<file path="src/include/jtag_macros.svh">
// ---------------------------------------
// TAP widths, IDCODE value, opcodes
// ---------------------------------------
`ifndef JTAG_MACROS_SVH
`define JTAG_MACROS_SVH

`define JTAG_IR_W          8
// Bit 0 must stay 1 per IEEE 1149.1
`define JTAG_IDCODE_VAL    32'h4a7c_1001
`define JTAG_SCAN_CTRL_W   12
`define JTAG_INT_DSR_W     4
`define JTAG_SCAN_FREQ_W   8

// Instruction codes
`define JTAG_OP_IDCODE     8'h15
`define JTAG_OP_SCAN_CTRL  8'h39
`define JTAG_OP_INT_DSR    8'h40
`define JTAG_OP_BYPASS     8'hff

`endif

</file>
<file path="src/logic/jtag_pkg.sv">
// ---------------------------------------
// TAP state and decoded instruction types
// ---------------------------------------
package jtag_pkg;

  // Standard TAP encoding
  typedef enum logic [3:0] {
    TAP_EXIT2_DR         = 4'h0,
    TAP_EXIT1_DR         = 4'h1,
    TAP_SHIFT_DR         = 4'h2,
    TAP_PAUSE_DR         = 4'h3,
    TAP_SELECT_IR_SCAN   = 4'h4,
    TAP_UPDATE_DR        = 4'h5,
    TAP_CAPTURE_DR       = 4'h6,
    TAP_SELECT_DR_SCAN   = 4'h7,
    TAP_EXIT2_IR         = 4'h8,
    TAP_EXIT1_IR         = 4'h9,
    TAP_SHIFT_IR         = 4'hA,
    TAP_PAUSE_IR         = 4'hB,
    TAP_RUN_TEST_IDLE    = 4'hC,
    TAP_UPDATE_IR        = 4'hD,
    TAP_CAPTURE_IR       = 4'hE,
    TAP_TEST_LOGIC_RESET = 4'hF
  } tap_state_e;

  typedef enum logic [1:0] {
    INSTR_BYPASS    = 2'd0,
    INSTR_IDCODE    = 2'd1,
    INSTR_SCAN_CTRL = 2'd2,
    INSTR_INT_DSR   = 2'd3
  } jtag_instr_e;

endpackage

</file>
<file path="src/logic/jtag_ctrl_if.sv">
// ---------------------------------------
// TAP strobes from controller to stages
// ---------------------------------------
`timescale 1ns/1ps

interface jtag_ctrl_if;

  logic                   capture_dr;
  logic                   shift_dr;
  logic                   update_dr;
  logic                   capture_ir;
  logic                   shift_ir;
  logic                   update_ir;
  jtag_pkg::tap_state_e   state;

  modport ctrl (
    output capture_dr, shift_dr, update_dr,
    output capture_ir, shift_ir, update_ir,
    output state
  );

  // IR stage also watches for Test-Logic-Reset
  modport ir  (input capture_ir, shift_ir, update_ir, state);
  modport dr  (input capture_dr, shift_dr, update_dr);
  modport out (input shift_ir);

endinterface

</file>
<file path="src/logic/jtag_dr_bank.sv">
// ---------------------------------------
// IDCODE, BYPASS, SCAN_CTRL, INT_DSR
// and the chip test-control outputs
// ---------------------------------------
`timescale 1ns/1ps
`include "jtag_macros.svh"

module jtag_dr_bank (
  input  logic                          i_tck,
  input  logic                          i_trst_n,
  input  logic                          i_tdi,
  input  jtag_pkg::jtag_instr_e         i_instr,
  jtag_ctrl_if.dr                       ctrl,
  input  logic                          i_freeze_n,
  input  logic                          i_highz_n,
  input  logic                          i_iddq_mode,
  output logic                          o_dr_tdo,
  output logic [`JTAG_SCAN_FREQ_W-1:0]  o_scan_freq_en,
  output logic                          o_scan_cgc_ctrl,
  output logic                          o_scan_rst_ctrl,
  output logic                          o_scan_set_ctrl,
  output logic                          o_freeze_n,
  output logic                          o_highz_n,
  output logic                          o_iddq_mode
);

  logic                         sel_idcode;
  logic                         sel_bypass;
  logic                         sel_scan;
  logic                         sel_dsr;
  logic [31:0]                  idcode_sr_q;
  logic                         bypass_sr_q;
  logic [`JTAG_SCAN_CTRL_W-1:0] scan_sr_q;
  logic [`JTAG_SCAN_CTRL_W-1:0] scan_upd_q;
  logic [`JTAG_INT_DSR_W-1:0]   dsr_sr_q;
  logic [`JTAG_INT_DSR_W-1:0]   dsr_upd_q;
  logic                         test_mode;

  assign sel_idcode = (i_instr == jtag_pkg::INSTR_IDCODE);
  assign sel_bypass = (i_instr == jtag_pkg::INSTR_BYPASS);
  assign sel_scan   = (i_instr == jtag_pkg::INSTR_SCAN_CTRL);
  assign sel_dsr    = (i_instr == jtag_pkg::INSTR_INT_DSR);

  // ---------------------------------------
  // Shift stages, gated by the instruction
  // ---------------------------------------
  always_ff @(posedge i_tck or negedge i_trst_n) begin
    if (!i_trst_n) begin
      idcode_sr_q <= `JTAG_IDCODE_VAL;
      bypass_sr_q <= 1'b0;
      scan_sr_q   <= '0;
      dsr_sr_q    <= '0;
    end else begin
      if (sel_idcode && ctrl.capture_dr) begin
        idcode_sr_q <= `JTAG_IDCODE_VAL;
      end else if (sel_idcode && ctrl.shift_dr) begin
        idcode_sr_q <= {i_tdi, idcode_sr_q[31:1]};
      end
      // Bypass captures 0, then acts as a one-bit delay
      if (sel_bypass && ctrl.capture_dr) begin
        bypass_sr_q <= 1'b0;
      end else if (sel_bypass && ctrl.shift_dr) begin
        bypass_sr_q <= i_tdi;
      end
      if (sel_scan && ctrl.capture_dr) begin
        scan_sr_q <= '0;
      end else if (sel_scan && ctrl.shift_dr) begin
        scan_sr_q <= {i_tdi, scan_sr_q[`JTAG_SCAN_CTRL_W-1:1]};
      end
      if (sel_dsr && ctrl.capture_dr) begin
        dsr_sr_q <= '0;
      end else if (sel_dsr && ctrl.shift_dr) begin
        dsr_sr_q <= {i_tdi, dsr_sr_q[`JTAG_INT_DSR_W-1:1]};
      end
    end
  end

  // Update stages hold through Test-Logic-Reset
  always_ff @(posedge i_tck or negedge i_trst_n) begin
    if (!i_trst_n) begin
      scan_upd_q <= '0;
      dsr_upd_q  <= '0;
    end else begin
      if (sel_scan && ctrl.update_dr) begin
        scan_upd_q <= scan_sr_q;
      end
      if (sel_dsr && ctrl.update_dr) begin
        dsr_upd_q <= dsr_sr_q;
      end
    end
  end

  // ---------------------------------------
  // Test-control outputs
  // ---------------------------------------
  // Top SCAN_CTRL bit is spare
  assign o_scan_freq_en  = scan_upd_q[`JTAG_SCAN_FREQ_W-1:0];
  assign o_scan_cgc_ctrl = scan_upd_q[`JTAG_SCAN_FREQ_W];
  assign o_scan_rst_ctrl = scan_upd_q[`JTAG_SCAN_FREQ_W+1];
  assign o_scan_set_ctrl = scan_upd_q[`JTAG_SCAN_FREQ_W+2];

  // INT_DSR bit 0 takes over freeze, high-Z and IDDQ
  assign test_mode   = dsr_upd_q[0];
  assign o_freeze_n  = test_mode ? ~dsr_upd_q[1] : i_freeze_n;
  assign o_highz_n   = test_mode ? ~dsr_upd_q[2] : i_highz_n;
  assign o_iddq_mode = test_mode ?  dsr_upd_q[3] : i_iddq_mode;

  always_comb begin
    case (i_instr)
      jtag_pkg::INSTR_IDCODE:    o_dr_tdo = idcode_sr_q[0];
      jtag_pkg::INSTR_SCAN_CTRL: o_dr_tdo = scan_sr_q[0];
      jtag_pkg::INSTR_INT_DSR:   o_dr_tdo = dsr_sr_q[0];
      default:                   o_dr_tdo = bypass_sr_q;
    endcase
  end

endmodule

</file>
<file path="src/logic/jtag_ir.sv">
// ---------------------------------------
// Instruction register and decode
// ---------------------------------------
`timescale 1ns/1ps
`include "jtag_macros.svh"

module jtag_ir (
  input  logic                  i_tck,
  input  logic                  i_trst_n,
  input  logic                  i_tdi,
  jtag_ctrl_if.ir               ctrl,
  output jtag_pkg::jtag_instr_e o_instr,
  output logic                  o_ir_tdo
);

  logic [`JTAG_IR_W-1:0] ir_shift_q;
  logic [`JTAG_IR_W-1:0] ir_upd_q;

  // Capture-IR loads zeros, Shift-IR moves toward bit 0
  always_ff @(posedge i_tck or negedge i_trst_n) begin
    if (!i_trst_n) begin
      ir_shift_q <= '0;
    end else if (ctrl.capture_ir) begin
      ir_shift_q <= '0;
    end else if (ctrl.shift_ir) begin
      ir_shift_q <= {i_tdi, ir_shift_q[`JTAG_IR_W-1:1]};
    end
  end

  // Test-Logic-Reset also brings back IDCODE
  always_ff @(posedge i_tck or negedge i_trst_n) begin
    if (!i_trst_n) begin
      ir_upd_q <= `JTAG_OP_IDCODE;
    end else if (ctrl.state == jtag_pkg::TAP_TEST_LOGIC_RESET) begin
      ir_upd_q <= `JTAG_OP_IDCODE;
    end else if (ctrl.update_ir) begin
      ir_upd_q <= ir_shift_q;
    end
  end

  always_comb begin
    case (ir_upd_q)
      `JTAG_OP_IDCODE:    o_instr = jtag_pkg::INSTR_IDCODE;
      `JTAG_OP_SCAN_CTRL: o_instr = jtag_pkg::INSTR_SCAN_CTRL;
      `JTAG_OP_INT_DSR:   o_instr = jtag_pkg::INSTR_INT_DSR;
      `JTAG_OP_BYPASS:    o_instr = jtag_pkg::INSTR_BYPASS;
      // Unknown codes fall back to bypass
      default:            o_instr = jtag_pkg::INSTR_BYPASS;
    endcase
  end

  assign o_ir_tdo = ir_shift_q[0];

endmodule

</file>
<file path="src/logic/jtag_tap_fsm.sv">
// ---------------------------------------
// TAP controller FSM and strobe decode
// ---------------------------------------
`timescale 1ns/1ps

module jtag_tap_fsm (
  input  logic        i_tck,
  input  logic        i_trst_n,
  input  logic        i_tms,
  jtag_ctrl_if.ctrl   ctrl
);

  jtag_pkg::tap_state_e state_q;
  jtag_pkg::tap_state_e state_d;

  always_ff @(posedge i_tck or negedge i_trst_n) begin
    if (!i_trst_n) begin
      state_q <= jtag_pkg::TAP_TEST_LOGIC_RESET;
    end else begin
      state_q <= state_d;
    end
  end

  // ---------------------------------------
  // IEEE 1149.1 next-state table
  // ---------------------------------------
  always_comb begin
    case (state_q)
      jtag_pkg::TAP_TEST_LOGIC_RESET:
        state_d = i_tms ? jtag_pkg::TAP_TEST_LOGIC_RESET : jtag_pkg::TAP_RUN_TEST_IDLE;
      jtag_pkg::TAP_RUN_TEST_IDLE:
        state_d = i_tms ? jtag_pkg::TAP_SELECT_DR_SCAN : jtag_pkg::TAP_RUN_TEST_IDLE;
      jtag_pkg::TAP_SELECT_DR_SCAN:
        state_d = i_tms ? jtag_pkg::TAP_SELECT_IR_SCAN : jtag_pkg::TAP_CAPTURE_DR;
      jtag_pkg::TAP_CAPTURE_DR:
        state_d = i_tms ? jtag_pkg::TAP_EXIT1_DR : jtag_pkg::TAP_SHIFT_DR;
      jtag_pkg::TAP_SHIFT_DR:
        state_d = i_tms ? jtag_pkg::TAP_EXIT1_DR : jtag_pkg::TAP_SHIFT_DR;
      jtag_pkg::TAP_EXIT1_DR:
        state_d = i_tms ? jtag_pkg::TAP_UPDATE_DR : jtag_pkg::TAP_PAUSE_DR;
      jtag_pkg::TAP_PAUSE_DR:
        state_d = i_tms ? jtag_pkg::TAP_EXIT2_DR : jtag_pkg::TAP_PAUSE_DR;
      jtag_pkg::TAP_EXIT2_DR:
        state_d = i_tms ? jtag_pkg::TAP_UPDATE_DR : jtag_pkg::TAP_SHIFT_DR;
      jtag_pkg::TAP_UPDATE_DR:
        state_d = i_tms ? jtag_pkg::TAP_SELECT_DR_SCAN : jtag_pkg::TAP_RUN_TEST_IDLE;
      jtag_pkg::TAP_SELECT_IR_SCAN:
        state_d = i_tms ? jtag_pkg::TAP_TEST_LOGIC_RESET : jtag_pkg::TAP_CAPTURE_IR;
      jtag_pkg::TAP_CAPTURE_IR:
        state_d = i_tms ? jtag_pkg::TAP_EXIT1_IR : jtag_pkg::TAP_SHIFT_IR;
      jtag_pkg::TAP_SHIFT_IR:
        state_d = i_tms ? jtag_pkg::TAP_EXIT1_IR : jtag_pkg::TAP_SHIFT_IR;
      jtag_pkg::TAP_EXIT1_IR:
        state_d = i_tms ? jtag_pkg::TAP_UPDATE_IR : jtag_pkg::TAP_PAUSE_IR;
      jtag_pkg::TAP_PAUSE_IR:
        state_d = i_tms ? jtag_pkg::TAP_EXIT2_IR : jtag_pkg::TAP_PAUSE_IR;
      jtag_pkg::TAP_EXIT2_IR:
        state_d = i_tms ? jtag_pkg::TAP_UPDATE_IR : jtag_pkg::TAP_SHIFT_IR;
      jtag_pkg::TAP_UPDATE_IR:
        state_d = i_tms ? jtag_pkg::TAP_SELECT_DR_SCAN : jtag_pkg::TAP_RUN_TEST_IDLE;
      default:
        state_d = jtag_pkg::TAP_TEST_LOGIC_RESET;
    endcase
  end

  // Strobes are pure state decodes, high for the whole state cycle
  assign ctrl.capture_dr = (state_q == jtag_pkg::TAP_CAPTURE_DR);
  assign ctrl.shift_dr   = (state_q == jtag_pkg::TAP_SHIFT_DR);
  assign ctrl.update_dr  = (state_q == jtag_pkg::TAP_UPDATE_DR);
  assign ctrl.capture_ir = (state_q == jtag_pkg::TAP_CAPTURE_IR);
  assign ctrl.shift_ir   = (state_q == jtag_pkg::TAP_SHIFT_IR);
  assign ctrl.update_ir  = (state_q == jtag_pkg::TAP_UPDATE_IR);
  assign ctrl.state      = state_q;

endmodule

</file>
<file path="src/logic/jtag_tdo_mux.sv">
// ---------------------------------------
// Serial output select and TDO retime
// ---------------------------------------
`timescale 1ns/1ps

module jtag_tdo_mux (
  input  logic        i_tck,
  input  logic        i_trst_n,
  input  logic        i_ir_tdo,
  input  logic        i_dr_tdo,
  jtag_ctrl_if.out    ctrl,
  output logic        o_tdo
);

  logic tdo_sel;

  // IR path only while in Shift-IR
  assign tdo_sel = ctrl.shift_ir ? i_ir_tdo : i_dr_tdo;

  // Falling edge, so TDO is stable around the next rising edge
  always_ff @(negedge i_tck or negedge i_trst_n) begin
    if (!i_trst_n) begin
      o_tdo <= 1'b0;
    end else begin
      o_tdo <= tdo_sel;
    end
  end

endmodule

</file>
<file path="src/logic/jtag_top.sv">
// ---------------------------------------
// TAP top level, controller to TDO
// ---------------------------------------
`timescale 1ns/1ps
`include "jtag_macros.svh"

module jtag_top (
  input  logic                          i_tck,
  input  logic                          i_trst_n,
  input  logic                          i_tms,
  input  logic                          i_tdi,
  input  logic                          i_freeze_n,
  input  logic                          i_highz_n,
  input  logic                          i_iddq_mode,
  output logic                          o_tdo,
  output logic [`JTAG_SCAN_FREQ_W-1:0]  o_scan_freq_en,
  output logic                          o_scan_cgc_ctrl,
  output logic                          o_scan_rst_ctrl,
  output logic                          o_scan_set_ctrl,
  output logic                          o_freeze_n,
  output logic                          o_highz_n,
  output logic                          o_iddq_mode
);

  jtag_pkg::jtag_instr_e instr;
  logic                  ir_tdo;
  logic                  dr_tdo;

  jtag_ctrl_if u_ctrl_if ();

  jtag_tap_fsm u_tap_fsm (
    .i_tck    (i_tck),
    .i_trst_n (i_trst_n),
    .i_tms    (i_tms),
    .ctrl     (u_ctrl_if.ctrl)
  );

  jtag_ir u_ir (
    .i_tck    (i_tck),
    .i_trst_n (i_trst_n),
    .i_tdi    (i_tdi),
    .ctrl     (u_ctrl_if.ir),
    .o_instr  (instr),
    .o_ir_tdo (ir_tdo)
  );

  jtag_dr_bank u_dr_bank (
    .i_tck           (i_tck),
    .i_trst_n        (i_trst_n),
    .i_tdi           (i_tdi),
    .i_instr         (instr),
    .ctrl            (u_ctrl_if.dr),
    .i_freeze_n      (i_freeze_n),
    .i_highz_n       (i_highz_n),
    .i_iddq_mode     (i_iddq_mode),
    .o_dr_tdo        (dr_tdo),
    .o_scan_freq_en  (o_scan_freq_en),
    .o_scan_cgc_ctrl (o_scan_cgc_ctrl),
    .o_scan_rst_ctrl (o_scan_rst_ctrl),
    .o_scan_set_ctrl (o_scan_set_ctrl),
    .o_freeze_n      (o_freeze_n),
    .o_highz_n       (o_highz_n),
    .o_iddq_mode     (o_iddq_mode)
  );

  jtag_tdo_mux u_tdo_mux (
    .i_tck    (i_tck),
    .i_trst_n (i_trst_n),
    .i_ir_tdo (ir_tdo),
    .i_dr_tdo (dr_tdo),
    .ctrl     (u_ctrl_if.out),
    .o_tdo    (o_tdo)
  );

endmodule

</file>
<file path="config.mk">
export PLATFORM = sky130hd
export DESIGN_NAME = jtag_top
export DESIGN_NICKNAME = d
export VERILOG_FILES = /design/src/logic/jtag_pkg.sv /design/src/logic/jtag_ctrl_if.sv /design/src/logic/jtag_dr_bank.sv /design/src/logic/jtag_ir.sv /design/src/logic/jtag_tap_fsm.sv /design/src/logic/jtag_tdo_mux.sv /design/src/logic/jtag_top.sv
export VERILOG_INCLUDE_DIRS = /design/src /design/src/include
export SDC_FILE = /design/constraint.sdc
export NUM_CORES = 1
export LEC_CHECK = 0
export BUFFER_PORTS_ARGS = -buffer_cell sky130_fd_sc_hd__buf_2
export CELL_PAD_IN_SITES_DETAIL_PLACEMENT = 1
export CELL_PAD_IN_SITES_GLOBAL_PLACEMENT = 2
export CORE_ASPECT_RATIO = 1.25
export CORE_MARGIN = 1.5
export CORE_UTILIZATION = 40
export DETAILED_ROUTE_END_ITERATION = 6
export PLACE_DENSITY_LB_ADDON = 0.1
export SYNTH_ARGS = -nofsm -noshare
export SYNTH_HDL_FRONTEND = slang
export SYNTH_SLANG_ARGS = --single-unit
</file>
<file path="constraint.sdc">
create_clock -name i_tck -period 2.5 [get_ports i_tck]
set_input_delay 0.25 -clock i_tck [delete_from_list [all_inputs] [get_ports i_tck]]
set_output_delay 0.25 -clock i_tck [all_outputs]
set_load 0.02 [all_outputs]
</file>
Word level (Yosys, flattened, before mapping)
Cells that the tools add are included.

Equal/unequal tests: 21. Muxes and demuxes: 31. Bitwise logic cells: 2. Reduce and logical (&&, ||, !) cells: 21.

Operators with widths (count): $mux W32 (2); $pmux W4 S12 (1); $eq A4 B4 Y1 const B (8); $mux W8 (4); $mux W12 (2); $eq A4 B3 Y1 const B (4); $mux W2 (6); $mux W3 (4); $mux W4 (3); $reduce_bool A2 Y1 (6); $logic_and A1 B1 Y1 (10); $eq A4 B2 Y1 const B (2); $eq A8 B5 Y1 const B (1); $eq A8 B6 Y1 const B (1); $eq A8 B7 Y1 const B (1); $mux W1 (7); $pmux W2 S3 (1); $eq A2 B2 Y1 const B (2); $eq A4 B1 Y1 const B (1); $logic_not A4 Y1 (1); $reduce_or A2 Y1 (2); $pmux W1 S3 (1); $reduce_or A3 Y1 (1); $eq A2 B1 Y1 const B (1); 2 further kinds (3).

Bits in registers: 85. Input port bits: 7. Output and inout bits: 15. Logic and storage cells: 85.

Longest topological paths before layout
Gate-level depths: netlist (run 1).

Word-level depth: 6. Depth in mapped cells: 7. Gate-level depth less buffers: 4.

Hierarchy
A second synthesis (run 1) with hierarchy kept.

Cells, all modules: 334. Area, all modules: 3751.1 um^2.

Modules (own cells, without submodules): jtag_dr_bank (times used 1, cells each 243, area each 2722.6 um^2, seq. area each 1614.0 um^2); jtag_ir (times used 1, cells each 60, area each 726.9 um^2, seq. area each 404.1 um^2); jtag_tap_fsm (times used 1, cells each 29, area each 261.5 um^2, seq. area each 105.1 um^2); jtag_tdo_mux (times used 1, cells each 2, area each 40.0 um^2, seq. area each 25.0 um^2).

==> results of run 1 <==
-- sequential cells by signal, summed over array words and instances, names as in the netlist --
signal,flops
u_dr_bank.scan_sr_q,12
u_dr_bank.bypass_sr_q,1
u_ir.ir_shift_q,8
u_tdo_mux.o_tdo,1
u_dr_bank.dsr_upd_q,4
u_dr_bank.idcode_sr_q,32
u_ir.ir_upd_q,8
u_tap_fsm.ctrl.state,4
u_dr_bank.dsr_sr_q,4
u_dr_bank.scan_upd_q,11
-- metal layers --
| metal | track usage (%) | up-vias |
|---|---|---|
| li1 | - | 1227 |
| met1 | 21.3 | 1301 |
| met2 | 27.1 | 22 |
| met3 | 4.99 | 7 |
| met4 | 5.85 | 0 |
| met5 | 0 | - |
-- per-stage QoR --
| step | cell area (um^2) | utilization, % |
|---|---|---|
| 2_1_floorplan | 3750 | - |
| 3_3_place_gp | 4080 | 44.7 |
| 3_5_place_dp | 4080 | 44.7 |
| 4_1_cts | 4400 | 48.2 |
| 5_1_grt | 4400 | 48.2 |
| 6_report | 4400 | 48.2 |
-- layout by cell type (no fill, tap or decap), types with 2 or more instances in the layout --
cell	synthesis	routed
clkbuf_16	0	9
mux2i_1	2	2
dfstp_2	17	17
a21oi_1	3	3
nor3_1	12	12
a22o_1	2	2
clkbuf_8	0	2
nand3b_1	24	24
nand3_1	3	3
nor2b_1	17	17
inv_1	2	2
nand2b_1	14	14
buf_2	8	20
nand2_1	64	64
mux2_2	33	33
nor4b_1	2	2
nand2_2	2	2
buf_4	1	21
nor2_1	26	26
o21ai_0	21	20
clkinv_2	0	2
dfrtp_1	67	67
-- cell type report --
| cell class | count | area [um^2] | share of cell area (%) |
|---|---|---|---|
| flip-flops and latches | 85 | 2150 | 48.8 |
| multi-input cells | 239 | 1490 | 33.9 |
| repair buffers | 43 | 288 | 6.54 |
| clock buffers | 11 | 253 | 5.74 |
| well taps | 123 | 154 | 3.50 |
| clock inverters | 5 | 57.6 | 1.31 |
| inverters | 2 | 7.51 | 0.171 |
-- timing repair --
action / CTS / global route
hold endpoints to repair: 29 / 0
hold buffers: 1 / 0
setup endpoints to repair: 1 / 1
gates resized for setup: 1 / 0
-- worst paths after layout --
path | from | end | slack, ns | depth (start not counted)
hold reg to reg | u_dr_bank.idcode_sr_q[8] | u_dr_bank.idcode_sr_q[8] | 0.47 | 2
hold / removal | i_tms | u_tap_fsm.ctrl.state[0] | 0.22 | 2
min in group asynchronous | i_trst_n | u_dr_bank.dsr_sr_q[1] | 0.51 | 3
setup reg to reg | u_ir.ir_upd_q[2] | u_tdo_mux.o_tdo | -0.41 | 4
max in group asynchronous | i_trst_n | u_tdo_mux.o_tdo | 0.98 | 2
setup / recovery | u_ir.ir_upd_q[2] | u_tdo_mux.o_tdo | -0.41 | 4
-- logic make-up (layout without fill, tap and decap cells) --
kind of cell | after synthesis | in the layout | synth area share [%]
buf+inv | 24 | 61 | 2.97
mux | 36 | 36 | 10.7
simple gates | 173 | 173 | 24.4
flops | 85 | 85 | 57.3
compound gates | 30 | 30 | 4.61
-- report_power, final --
part	switching [mW]	internal (mW)
Combinational	0.552	0.448
Clock	0.545	0.830
Sequential	0.137	1.66
Total	1.24	2.94
==> impl_metrics.yaml, run 1 <==
finish:
  drive_above_1_share_pct: 30.1
  nets: 387
  antenna-diode-count: 0
  final_cells: 508
  fill_cells: 992
  area_delta_synth_final_pct: 17.4
drt:
  wl_um: 7460
  route.vias.total: 2557
  wl_met3_um: 189
  wl_per_cell_um: 14.7
  wirelength_met1_um: 3420
  highest_layer: "met4"
  first_pass_iters: 4
  drc: 0
  ant_nets: 0
  wl_met2_um: 3720
  drtIter0Drc: 135
  viasPerCell: 5.03
setup_path:
  cp_slowest_cell: "dfstp_2"
  critPathTopFamily: "compound AO/OA/AOI/OAI gates"
  endpoint_kind: "flop"
  path_buf_inv: 0
  cp_max_fo: 3
  crit_chain: "or3b_1 > a2111o_1 > o21ai_2 > a211oi_2"
  start_kind: "flop"
  cp_slowest_stage_delay_ns: 0.53
  cp.arrival_ns: 1.83
  worstPathRequired_ns: 1.42
  worst-setup-path-type: "flop to flop"
floorplan:
  initial_core_util_pct: 41.1
  fp.coreArea_mm2: 0.00913
  die_y_um: 111
  die_area_mm2: 0.00996
  fp.dieW_um: 89.6
  io_pins: 22
  fp-row-count: 39
timing:
  maxSlewViolCount: 0
  rsz0062_at_grt: "yes"
  finClkSkew_ns: 0.00798
  setup_violations: 1
  relSlewSlack_pct: 61.7
  whs_ns: 0.219
  final.setup.tns_ns: -0.410
  hold_viol: 0
  worst_pin_slew_ns: 0.574
  timing.final.ws_setup_ns: -0.410
global_routing:
  grt_pass1_wl_um: 12900
  antenna_found_initial: 0
  grt_usage_pct: 16.9
  grt_overflow_total: 0
  grt_pass1_vias: 2758
  grt_max_degree: 85
synth:
  synthCells: 348
  synth-edff-count: 0
  yosysSeqAreaShare_pct: 57.3
  yosys_warnings: 0
  synthFlopType: "dfrtp_1"
  synthArstFlopShare_pct: 100
  synthTopCellsByArea: "dfrtp_1 45%, dfstp_2 12%, mux2_2 9.9%"
  syn_area_mm2: 0.00375
  synth_commonest_cells: "67 x dfrtp_1, 64 x nand2_1, 33 x mux2_2"
  synth_nets: 355
  yosys.area.top_type_share_pct: 44.7
  yosys.area.top_type: "dfrtp_1"
  yosysMostFrequentCell: "dfrtp_1"
  ys_ff_latch: 85
  synthDistinctLibCells: 36
  synth_area_per_cell_um2: 10.8
power_and_ir_drop:
  vdd_drop_max_v: 0.000401
  p_leak_nw: 2.12
  power_mw: 4.17
  p_per_area_mw_per_mm2: 949
job:
  drv_cap: 0
clock_tree:
  clock-sinks: 85
  cts_max_level: 3
  clock_path_buffers: 2
  clock_latency_ns: 0.34
  post-cts-setup-buffer-count: 0
  clk_pin_slew_worst_paths_ns: 0.06
  cts_buffers: 9
  cts_tree: "yes"
  root_buffer: "clkbuf_16"
placement:
  portBuffers: 21
  routabilityCongestion: 0.733
  dp_hpwl_um: 4670
  placed_cells: 491
  dp_worst_setup_slack_ns: -0.438
status:
  status: "finished, violations left"
  violations: "negative setup slack"
hold_path:
  hold_path.class: "input pin to flop"
(Power assumes the default switching activity.)
==> run 2, diff against run 1 <==
--- a/config.mk
+++ b/config.mk
@@ -9,11 +9,11 @@
 export BUFFER_PORTS_ARGS = -buffer_cell sky130_fd_sc_hd__buf_2
 export CELL_PAD_IN_SITES_DETAIL_PLACEMENT = 1
 export CELL_PAD_IN_SITES_GLOBAL_PLACEMENT = 2
-export CORE_ASPECT_RATIO = 1.25
+export CORE_ASPECT_RATIO = 0.7
 export CORE_MARGIN = 1.5
 export CORE_UTILIZATION = 40
 export DETAILED_ROUTE_END_ITERATION = 6
-export PLACE_DENSITY_LB_ADDON = 0.1
+export PLACE_DENSITY = 0.79
 export SYNTH_ARGS = -nofsm -noshare
 export SYNTH_HDL_FRONTEND = slang
 export SYNTH_SLANG_ARGS = --single-unit
==> run 2 against run 1 <==
  * The flow still finishes with violations (negative setup slack)
  * Sequential share of layout area increased by 0.34 points
  * Core utilization about the same
  * First-iteration DRC count decreased by 21%
  * Sequential power about the same
  * Worst setup slack got worse by 0.033 ns
  * Via count decreased by 2.2%
  * Critical path depth unchanged
  * Flip-flop and latch count unchanged
  * Clock skew increased by 0.0034 ns
  * Critical endpoint unchanged
  * Largest power group unchanged
==> impl_metrics.yaml, run 2 (synthesized netlist as in run 1, its figures left out) <==
finish:
  mostFrequentLayoutCell: "dfrtp_1"
  fill_cells: 1021
  largest_register_ffs: 32
  multiInputGateArea_mm2: 0.00150
  regMostFlops: "u_dr_bank.idcode_sr_q"
  final_cell_mix: "67 x dfrtp_1, 64 x nand2_1, 33 x mux2_2"
  regArea_mm2: 0.00215
  fin_area_mm2: 0.00437
  drive_above_1_share_pct: 29.5
  utilization_pct: 48.2
  nets: 385
  antenna-diode-count: 0
  area_delta_synth_final_pct: 16.6
  reg_top3: "u_dr_bank.idcode_sr_q (32), u_dr_bank.scan_sr_q (12), u_dr_bank.scan_upd_q (11)"
drt:
  first_pass_iters: 4
  route.vias.total: 2501
  wl_um: 7250
  viasPerCell: 4.93
  drtIter0Drc: 106
  drc: 0
  wl_per_cell_um: 14.3
  ant_nets: 0
placement:
  routabilityCongestion: 0.723
  portBuffers: 21
  place_area_mm2: 0.00405
  dp_hpwl_um: 4630
setup_path:
  cp_slowest_cell: "dfstp_2"
  cp.arrival_ns: 1.86
  crit_chain: "or3b_4 > a2111o_1 > o21ai_2 > a211oi_2"
  cp_slowest_stage_delay_ns: 0.53
  path_buf_inv: 0
  endpoint_kind: "flop"
  critPathTopFamily: "compound AO/OA/AOI/OAI gates"
  r2r_start: "u_ir.ir_upd_q[2]"
  ff2ff_setup_slack_ns: -0.44
  cp_max_fo: 3
  worst-setup-path-type: "flop to flop"
  r2r_cells: 4
  start_kind: "flop"
  worstPathRequired_ns: 1.42
  r2r_end: "u_tdo_mux.o_tdo"
hold_path:
  hold_path.class: "input pin to flop"
  hold_end: "u_dr_bank.idcode_sr_q[31]"
  hp-start: "i_tdi"
  hold_depth: 3
global_routing:
  grt_overflow_total: 0
  grt_pass1_vias: 2661
  grt_usage_pct: 16.4
  grt_pass1_wl_um: 12800
  antenna_found_initial: 0
  grt_max_degree: 63
timing:
  hold_viol: 0
  worst_pin_slew_ns: 0.712
  finClkSkew_ns: 0.0114
  maxSlewViolCount: 0
  timing.final.ws_setup_ns: -0.443
  relSlewSlack_pct: 52.5
  setup_violations: 1
  rsz0062_at_grt: "yes"
clock_tree:
  cts_buffers: 9
  clk_pin_slew_worst_paths_ns: 0.06
  clock-sinks: 85
  clock_path_buffers: 2
  cts_max_level: 3
  cts_tree: "yes"
  root_buffer: "clkbuf_16"
  clock_latency_ns: 0.34
job:
  drv_cap: 0
status:
  violations: "negative setup slack"
  status: "finished, violations left"
floorplan:
  die_y_um: 84.0
  die_area_mm2: 0.00997
  fp.dieW_um: 119
  initial_core_util_pct: 41.3
  fp.coreArea_mm2: 0.00907
  fp-row-count: 29
  io_pins: 22
power_and_ir_drop:
  p_per_area_mw_per_mm2: 946
  p_leak_nw: 2.10
  vdd_drop_max_v: 0.000428
-- run 2: how the worst max path moves through the flow --
stage	cells past startpoint	slack [ns]	to	startpoint
after floorplan	4	-0.39	u_tdo_mux.o_tdo	u_ir.ir_upd_q[2]
after global placement	4	-0.41	u_tdo_mux.o_tdo	u_ir.ir_upd_q[2]
after detailed placement	4	-0.46	u_tdo_mux.o_tdo	u_ir.ir_upd_q[2]
after CTS	4	-0.44	u_tdo_mux.o_tdo	u_ir.ir_upd_q[2]
after global routing	4	-0.48	u_tdo_mux.o_tdo	u_ir.ir_upd_q[2]
final	4	-0.44	u_tdo_mux.o_tdo	u_ir.ir_upd_q[2]
-- run 2: layout make-up --
type / count / area share, %
multi-input cells: 239 / 34.2
clock buffers: 13 / 5.95
inverters: 2 / 0.172
clock inverters: 3 / 1.00
repair buffers: 41 / 5.95
well taps: 124 / 3.55
flip-flops and latches: 85 / 49.2
-- run 2: worst min-delay path, stage by stage --
cell      delay [ns]
buf_2           0.11
nand2b_1        0.08
o21ai_1         0.06
-- run 2: where the power goes --
group | total [mW] | switching [mW] | internal, mW
Sequential | 1.79 | 0.132 | 1.66
Clock | 1.34 | 0.513 | 0.829
Combinational | 0.997 | 0.562 | 0.435
Total | 4.13 | 1.21 | 2.92
-- run 2: repair_timing --
| action | in CTS | in global routing |
|---|---|---|
| endpoints found under the setup margin | 1 | 1 |
| buffers inserted | 0 | 0 |
| hold buffers | 1 | 0 |
| endpoints found under the hold margin | 22 | 0 |
| gates resized for setup | 1 | 1 |
-- run 2: layer usage --
metal	global-route usage, %	vias up	routed length, um
met5	0	-	0
met4	5.91	0	119
met3	4.71	8	208
met2	26.1	26	3210
met1	21.6	1252	3710
li1	-	1215	-
-- run 2: metrics by stage --
step	hold slack (ns)	cells	worst slack (ns)	setup TNS [ns]	power [mW]
after floorplan	-0.0456	348	-0.385	-0.385	2.48
after global placement	0.198	490	-0.407	-0.407	2.77
after CTS	0.207	507	-0.436	-0.436	4.18
after detailed placement	0.201	490	-0.460	-0.460	2.81
after global routing	0.216	507	-0.485	-0.485	4.38
final	0.208	507	-0.443	-0.443	4.13
==> run 3, diff against run 2 <==
--- a/config.mk
+++ b/config.mk
@@ -11,9 +11,10 @@
 export CELL_PAD_IN_SITES_GLOBAL_PLACEMENT = 2
 export CORE_ASPECT_RATIO = 0.7
 export CORE_MARGIN = 1.5
-export CORE_UTILIZATION = 40
+export CORE_UTILIZATION = 41
 export DETAILED_ROUTE_END_ITERATION = 6
-export PLACE_DENSITY = 0.79
+export PLACE_DENSITY = 0.8
 export SYNTH_ARGS = -nofsm -noshare
 export SYNTH_HDL_FRONTEND = slang
+export SYNTH_HIERARCHICAL = 1
 export SYNTH_SLANG_ARGS = --single-unit
==> constraint.sdc (replaced) <==
create_clock -name i_tck -period 3.15 [get_ports i_tck]
set_input_delay 0.315 -clock i_tck [delete_from_list [all_inputs] [get_ports i_tck]]
set_output_delay 0.315 -clock i_tck [all_outputs]
set_load 0.02 [all_outputs]
==> run 3 against run 2 <==
  * The run still ends with negative setup slack left
  * Hold slack improved by 0.083 ns
  * Power fell by 9.7%
  * Core utilization rose by 3.2 points
  * Register-to-register slack barely moved
  * Sequential share of layout area fell by 0.84 points
  * Routed wire length rose by 19%
  * Critical path depth did not move
  * Synthesized cell count fell by 4.0%
  * Critical path type unchanged
  * Combinational power fell by 5.9%
  * Count of clock-buffer cells in the layout fell by 3
  * Flip-flop and latch count did not move
  * Via count rose by 5.8%
==> impl_metrics.yaml, run 3 <==
setup_path:
  start_kind: "flop"
  cp_max_fo: 3
  r2r_end: "u_tdo_mux/o_tdo"
  ff2ff_setup_slack_ns: -0.45
  endpoint_kind: "flop"
  r2r_cells: 4
  cp.arrival_ns: 2.22
  r2r_start: "u_ir/ir_upd_q[0]"
  worstPathRequired_ns: 1.77
  worst-setup-path-type: "flop to flop"
timing:
  worst_pin_slew_ns: 1.14
  setup_violations: 1
  relSlewSlack_pct: 24.2
  rsz0062_at_grt: "yes"
  timing.final.ws_setup_ns: -0.454
  hold_viol: 0
  whs_ns: 0.292
  final.setup.tns_ns: -0.454
  maxSlewViolCount: 0
  finClkSkew_ns: 0.00658
drt:
  viasPerCell: 5.38
  wl_per_cell_um: 17.5
  route.vias.total: 2646
  drtIter0Drc: 127
  wl_um: 8620
  first_pass_iters: 4
  drc: 0
  ant_nets: 0
power_and_ir_drop:
  p_per_area_mw_per_mm2: 839
  p_leak_nw: 2.03
  vdd_drop_max_v: 0.000408
  power_mw: 3.73
synth:
  yosys.area.top_type: "dfrtp_1"
  synthTopCellsByArea: "dfrtp_1 45%, dfstp_2 12%, o21ai_0 6.5%"
  synth-edff-count: 0
  synthFlopType: "dfrtp_1"
  synthCells: 334
  synth_commonest_cells: "67 x dfrtp_1, 49 x o21ai_0, 33 x nand2_1"
  syn_area_mm2: 0.00375
  synth_nets: 341
  yosysMostFrequentCell: "dfrtp_1"
  yosysSeqAreaShare_pct: 57.3
  synth_area_per_cell_um2: 11.2
  synthDistinctLibCells: 51
  ys_ff_latch: 85
  synthArstFlopShare_pct: 100
  yosys_warnings: 6
  yosys.area.top_type_share_pct: 44.7
global_routing:
  grt_max_degree: 64
  grt_usage_pct: 18.8
  grt_pass1_wl_um: 14400
  grt_pass1_vias: 2759
  grt_overflow_total: 0
  antenna_found_initial: 0
finish:
  drive_above_1_share_pct: 29.0
  regArea_mm2: 0.00215
  largest_register_ffs: 32
  fill_cells: 962
  utilization_pct: 51.4
  mostFrequentLayoutCell: "dfrtp_1"
  antenna-diode-count: 0
  multiInputGateArea_mm2: 0.00147
  nets: 374
  final_cell_mix: "67 x dfrtp_1, 49 x o21ai_0, 33 x nand2_1"
  area_delta_synth_final_pct: 18.5
  regMostFlops: "u_dr_bank/idcode_sr_q"
  reg_top3: "u_dr_bank/idcode_sr_q (32), u_dr_bank/scan_sr_q (12), u_dr_bank/scan_upd_q (11)"
status:
  status: "finished, violations left"
  violations: "negative setup slack"
clock_tree:
  cts_buffers: 9
  cts_tree: "yes"
  clock-sinks: 85
  clock_latency_ns: 0.34
  clk_pin_slew_worst_paths_ns: 0.06
  cts_max_level: 3
  root_buffer: "clkbuf_16"
  clock_path_buffers: 2
floorplan:
  io_pins: 22
  fp-row-count: 28
  fp.dieW_um: 117
  die_area_mm2: 0.00974
  die_y_um: 83.0
  fp.coreArea_mm2: 0.00865
  initial_core_util_pct: 43.3
placement:
  dp_hpwl_um: 5600
  routabilityCongestion: 0.743
  portBuffers: 21
hold_path:
  hold_path.class: "input pin to flop"
  hold_depth: 3
  hp-start: "i_tms"
  hold_end: "u_tap_fsm/ctrl.state[1]"
job:
  drv_cap: 0
run 3: final cells by class:
class | instances | area share [%]
clock buffer | 10 | 5.15
clock inverter | 6 | 3.07
inverter | 5 | 0.422
multi-input combinational | 220 | 33.0
sequential | 85 | 48.3
tap | 120 | 3.38
timing repair buffer | 46 | 6.70
run 3: worst max-delay path by stage:
stage / cells after the start / to / slack [ns] / from
3_3_place_gp: 4 / u_tdo_mux/o_tdo / -0.43 / u_ir/ir_upd_q[0]
6_report: 4 / u_tdo_mux/o_tdo / -0.45 / u_ir/ir_upd_q[0]
2_1_floorplan: 5 / u_tdo_mux/o_tdo / -0.54 / u_ir/ir_upd_q[0]
4_1_cts: 4 / u_tdo_mux/o_tdo / -0.47 / u_ir/ir_upd_q[0]
3_5_place_dp: 4 / u_tdo_mux/o_tdo / -0.48 / u_ir/ir_upd_q[0]
5_1_grt: 4 / u_tdo_mux/o_tdo / -0.49 / u_ir/ir_upd_q[1]
run 3: worst max-delay path, cell delays in order (launching register included):
cell     delay [ns]
dfstp_2        0.38
or4b_4         0.56
a21oi_4        0.16
mux4_2         0.50
mux2_4         0.28
run 3: power breakdown:
| part | switching [mW] | internal, mW |
|---|---|---|
| registers | 0.144 | 1.36 |
| logic | 0.556 | 0.382 |
| clock network | 0.432 | 0.856 |
| total | 1.13 | 2.60 |
run 3: metal layers:
layer,vias up,share of wire (%),GRT usage (%)
met4,0,0.86,4.04
met2,37,45,29.0
met5,-,0,0
met3,7,3.7,6.66
met1,1353,50,25.7
li1,1249,-,-
run 3: metrics by stage:
stage | worst slack [ns] | std cells | instance area, um^2
3_3_place_gp | -0.427 | 475 | 4060
5_1_grt | -0.492 | 492 | 4450
2_1_floorplan | -0.539 | 334 | 3760
3_5_place_dp | -0.479 | 475 | 4060
6_report | -0.454 | 492 | 4450
4_1_cts | -0.468 | 492 | 4450
run 3: cell families (layout without fill, tap and decap cells):
family,count (synthesis),after routing,synth area share (%)
flip-flops,85,85,57.3
AND/OR/NAND/NOR,84,84,11.6
AO/OA/AOI/OAI,99,99,15.1
multiplexers,37,37,11.9
buffers and inverters,29,67,4.07
run 3: timing repair:
action | in CTS | in global routing
hold buffers | 1 | 0
setup buffers | 0 | 0
gates resized for setup | 1 | 0
hold endpoints to repair | 19 | 0
pin swaps | 0 | 0
endpoints found under the setup margin | 1 | 1
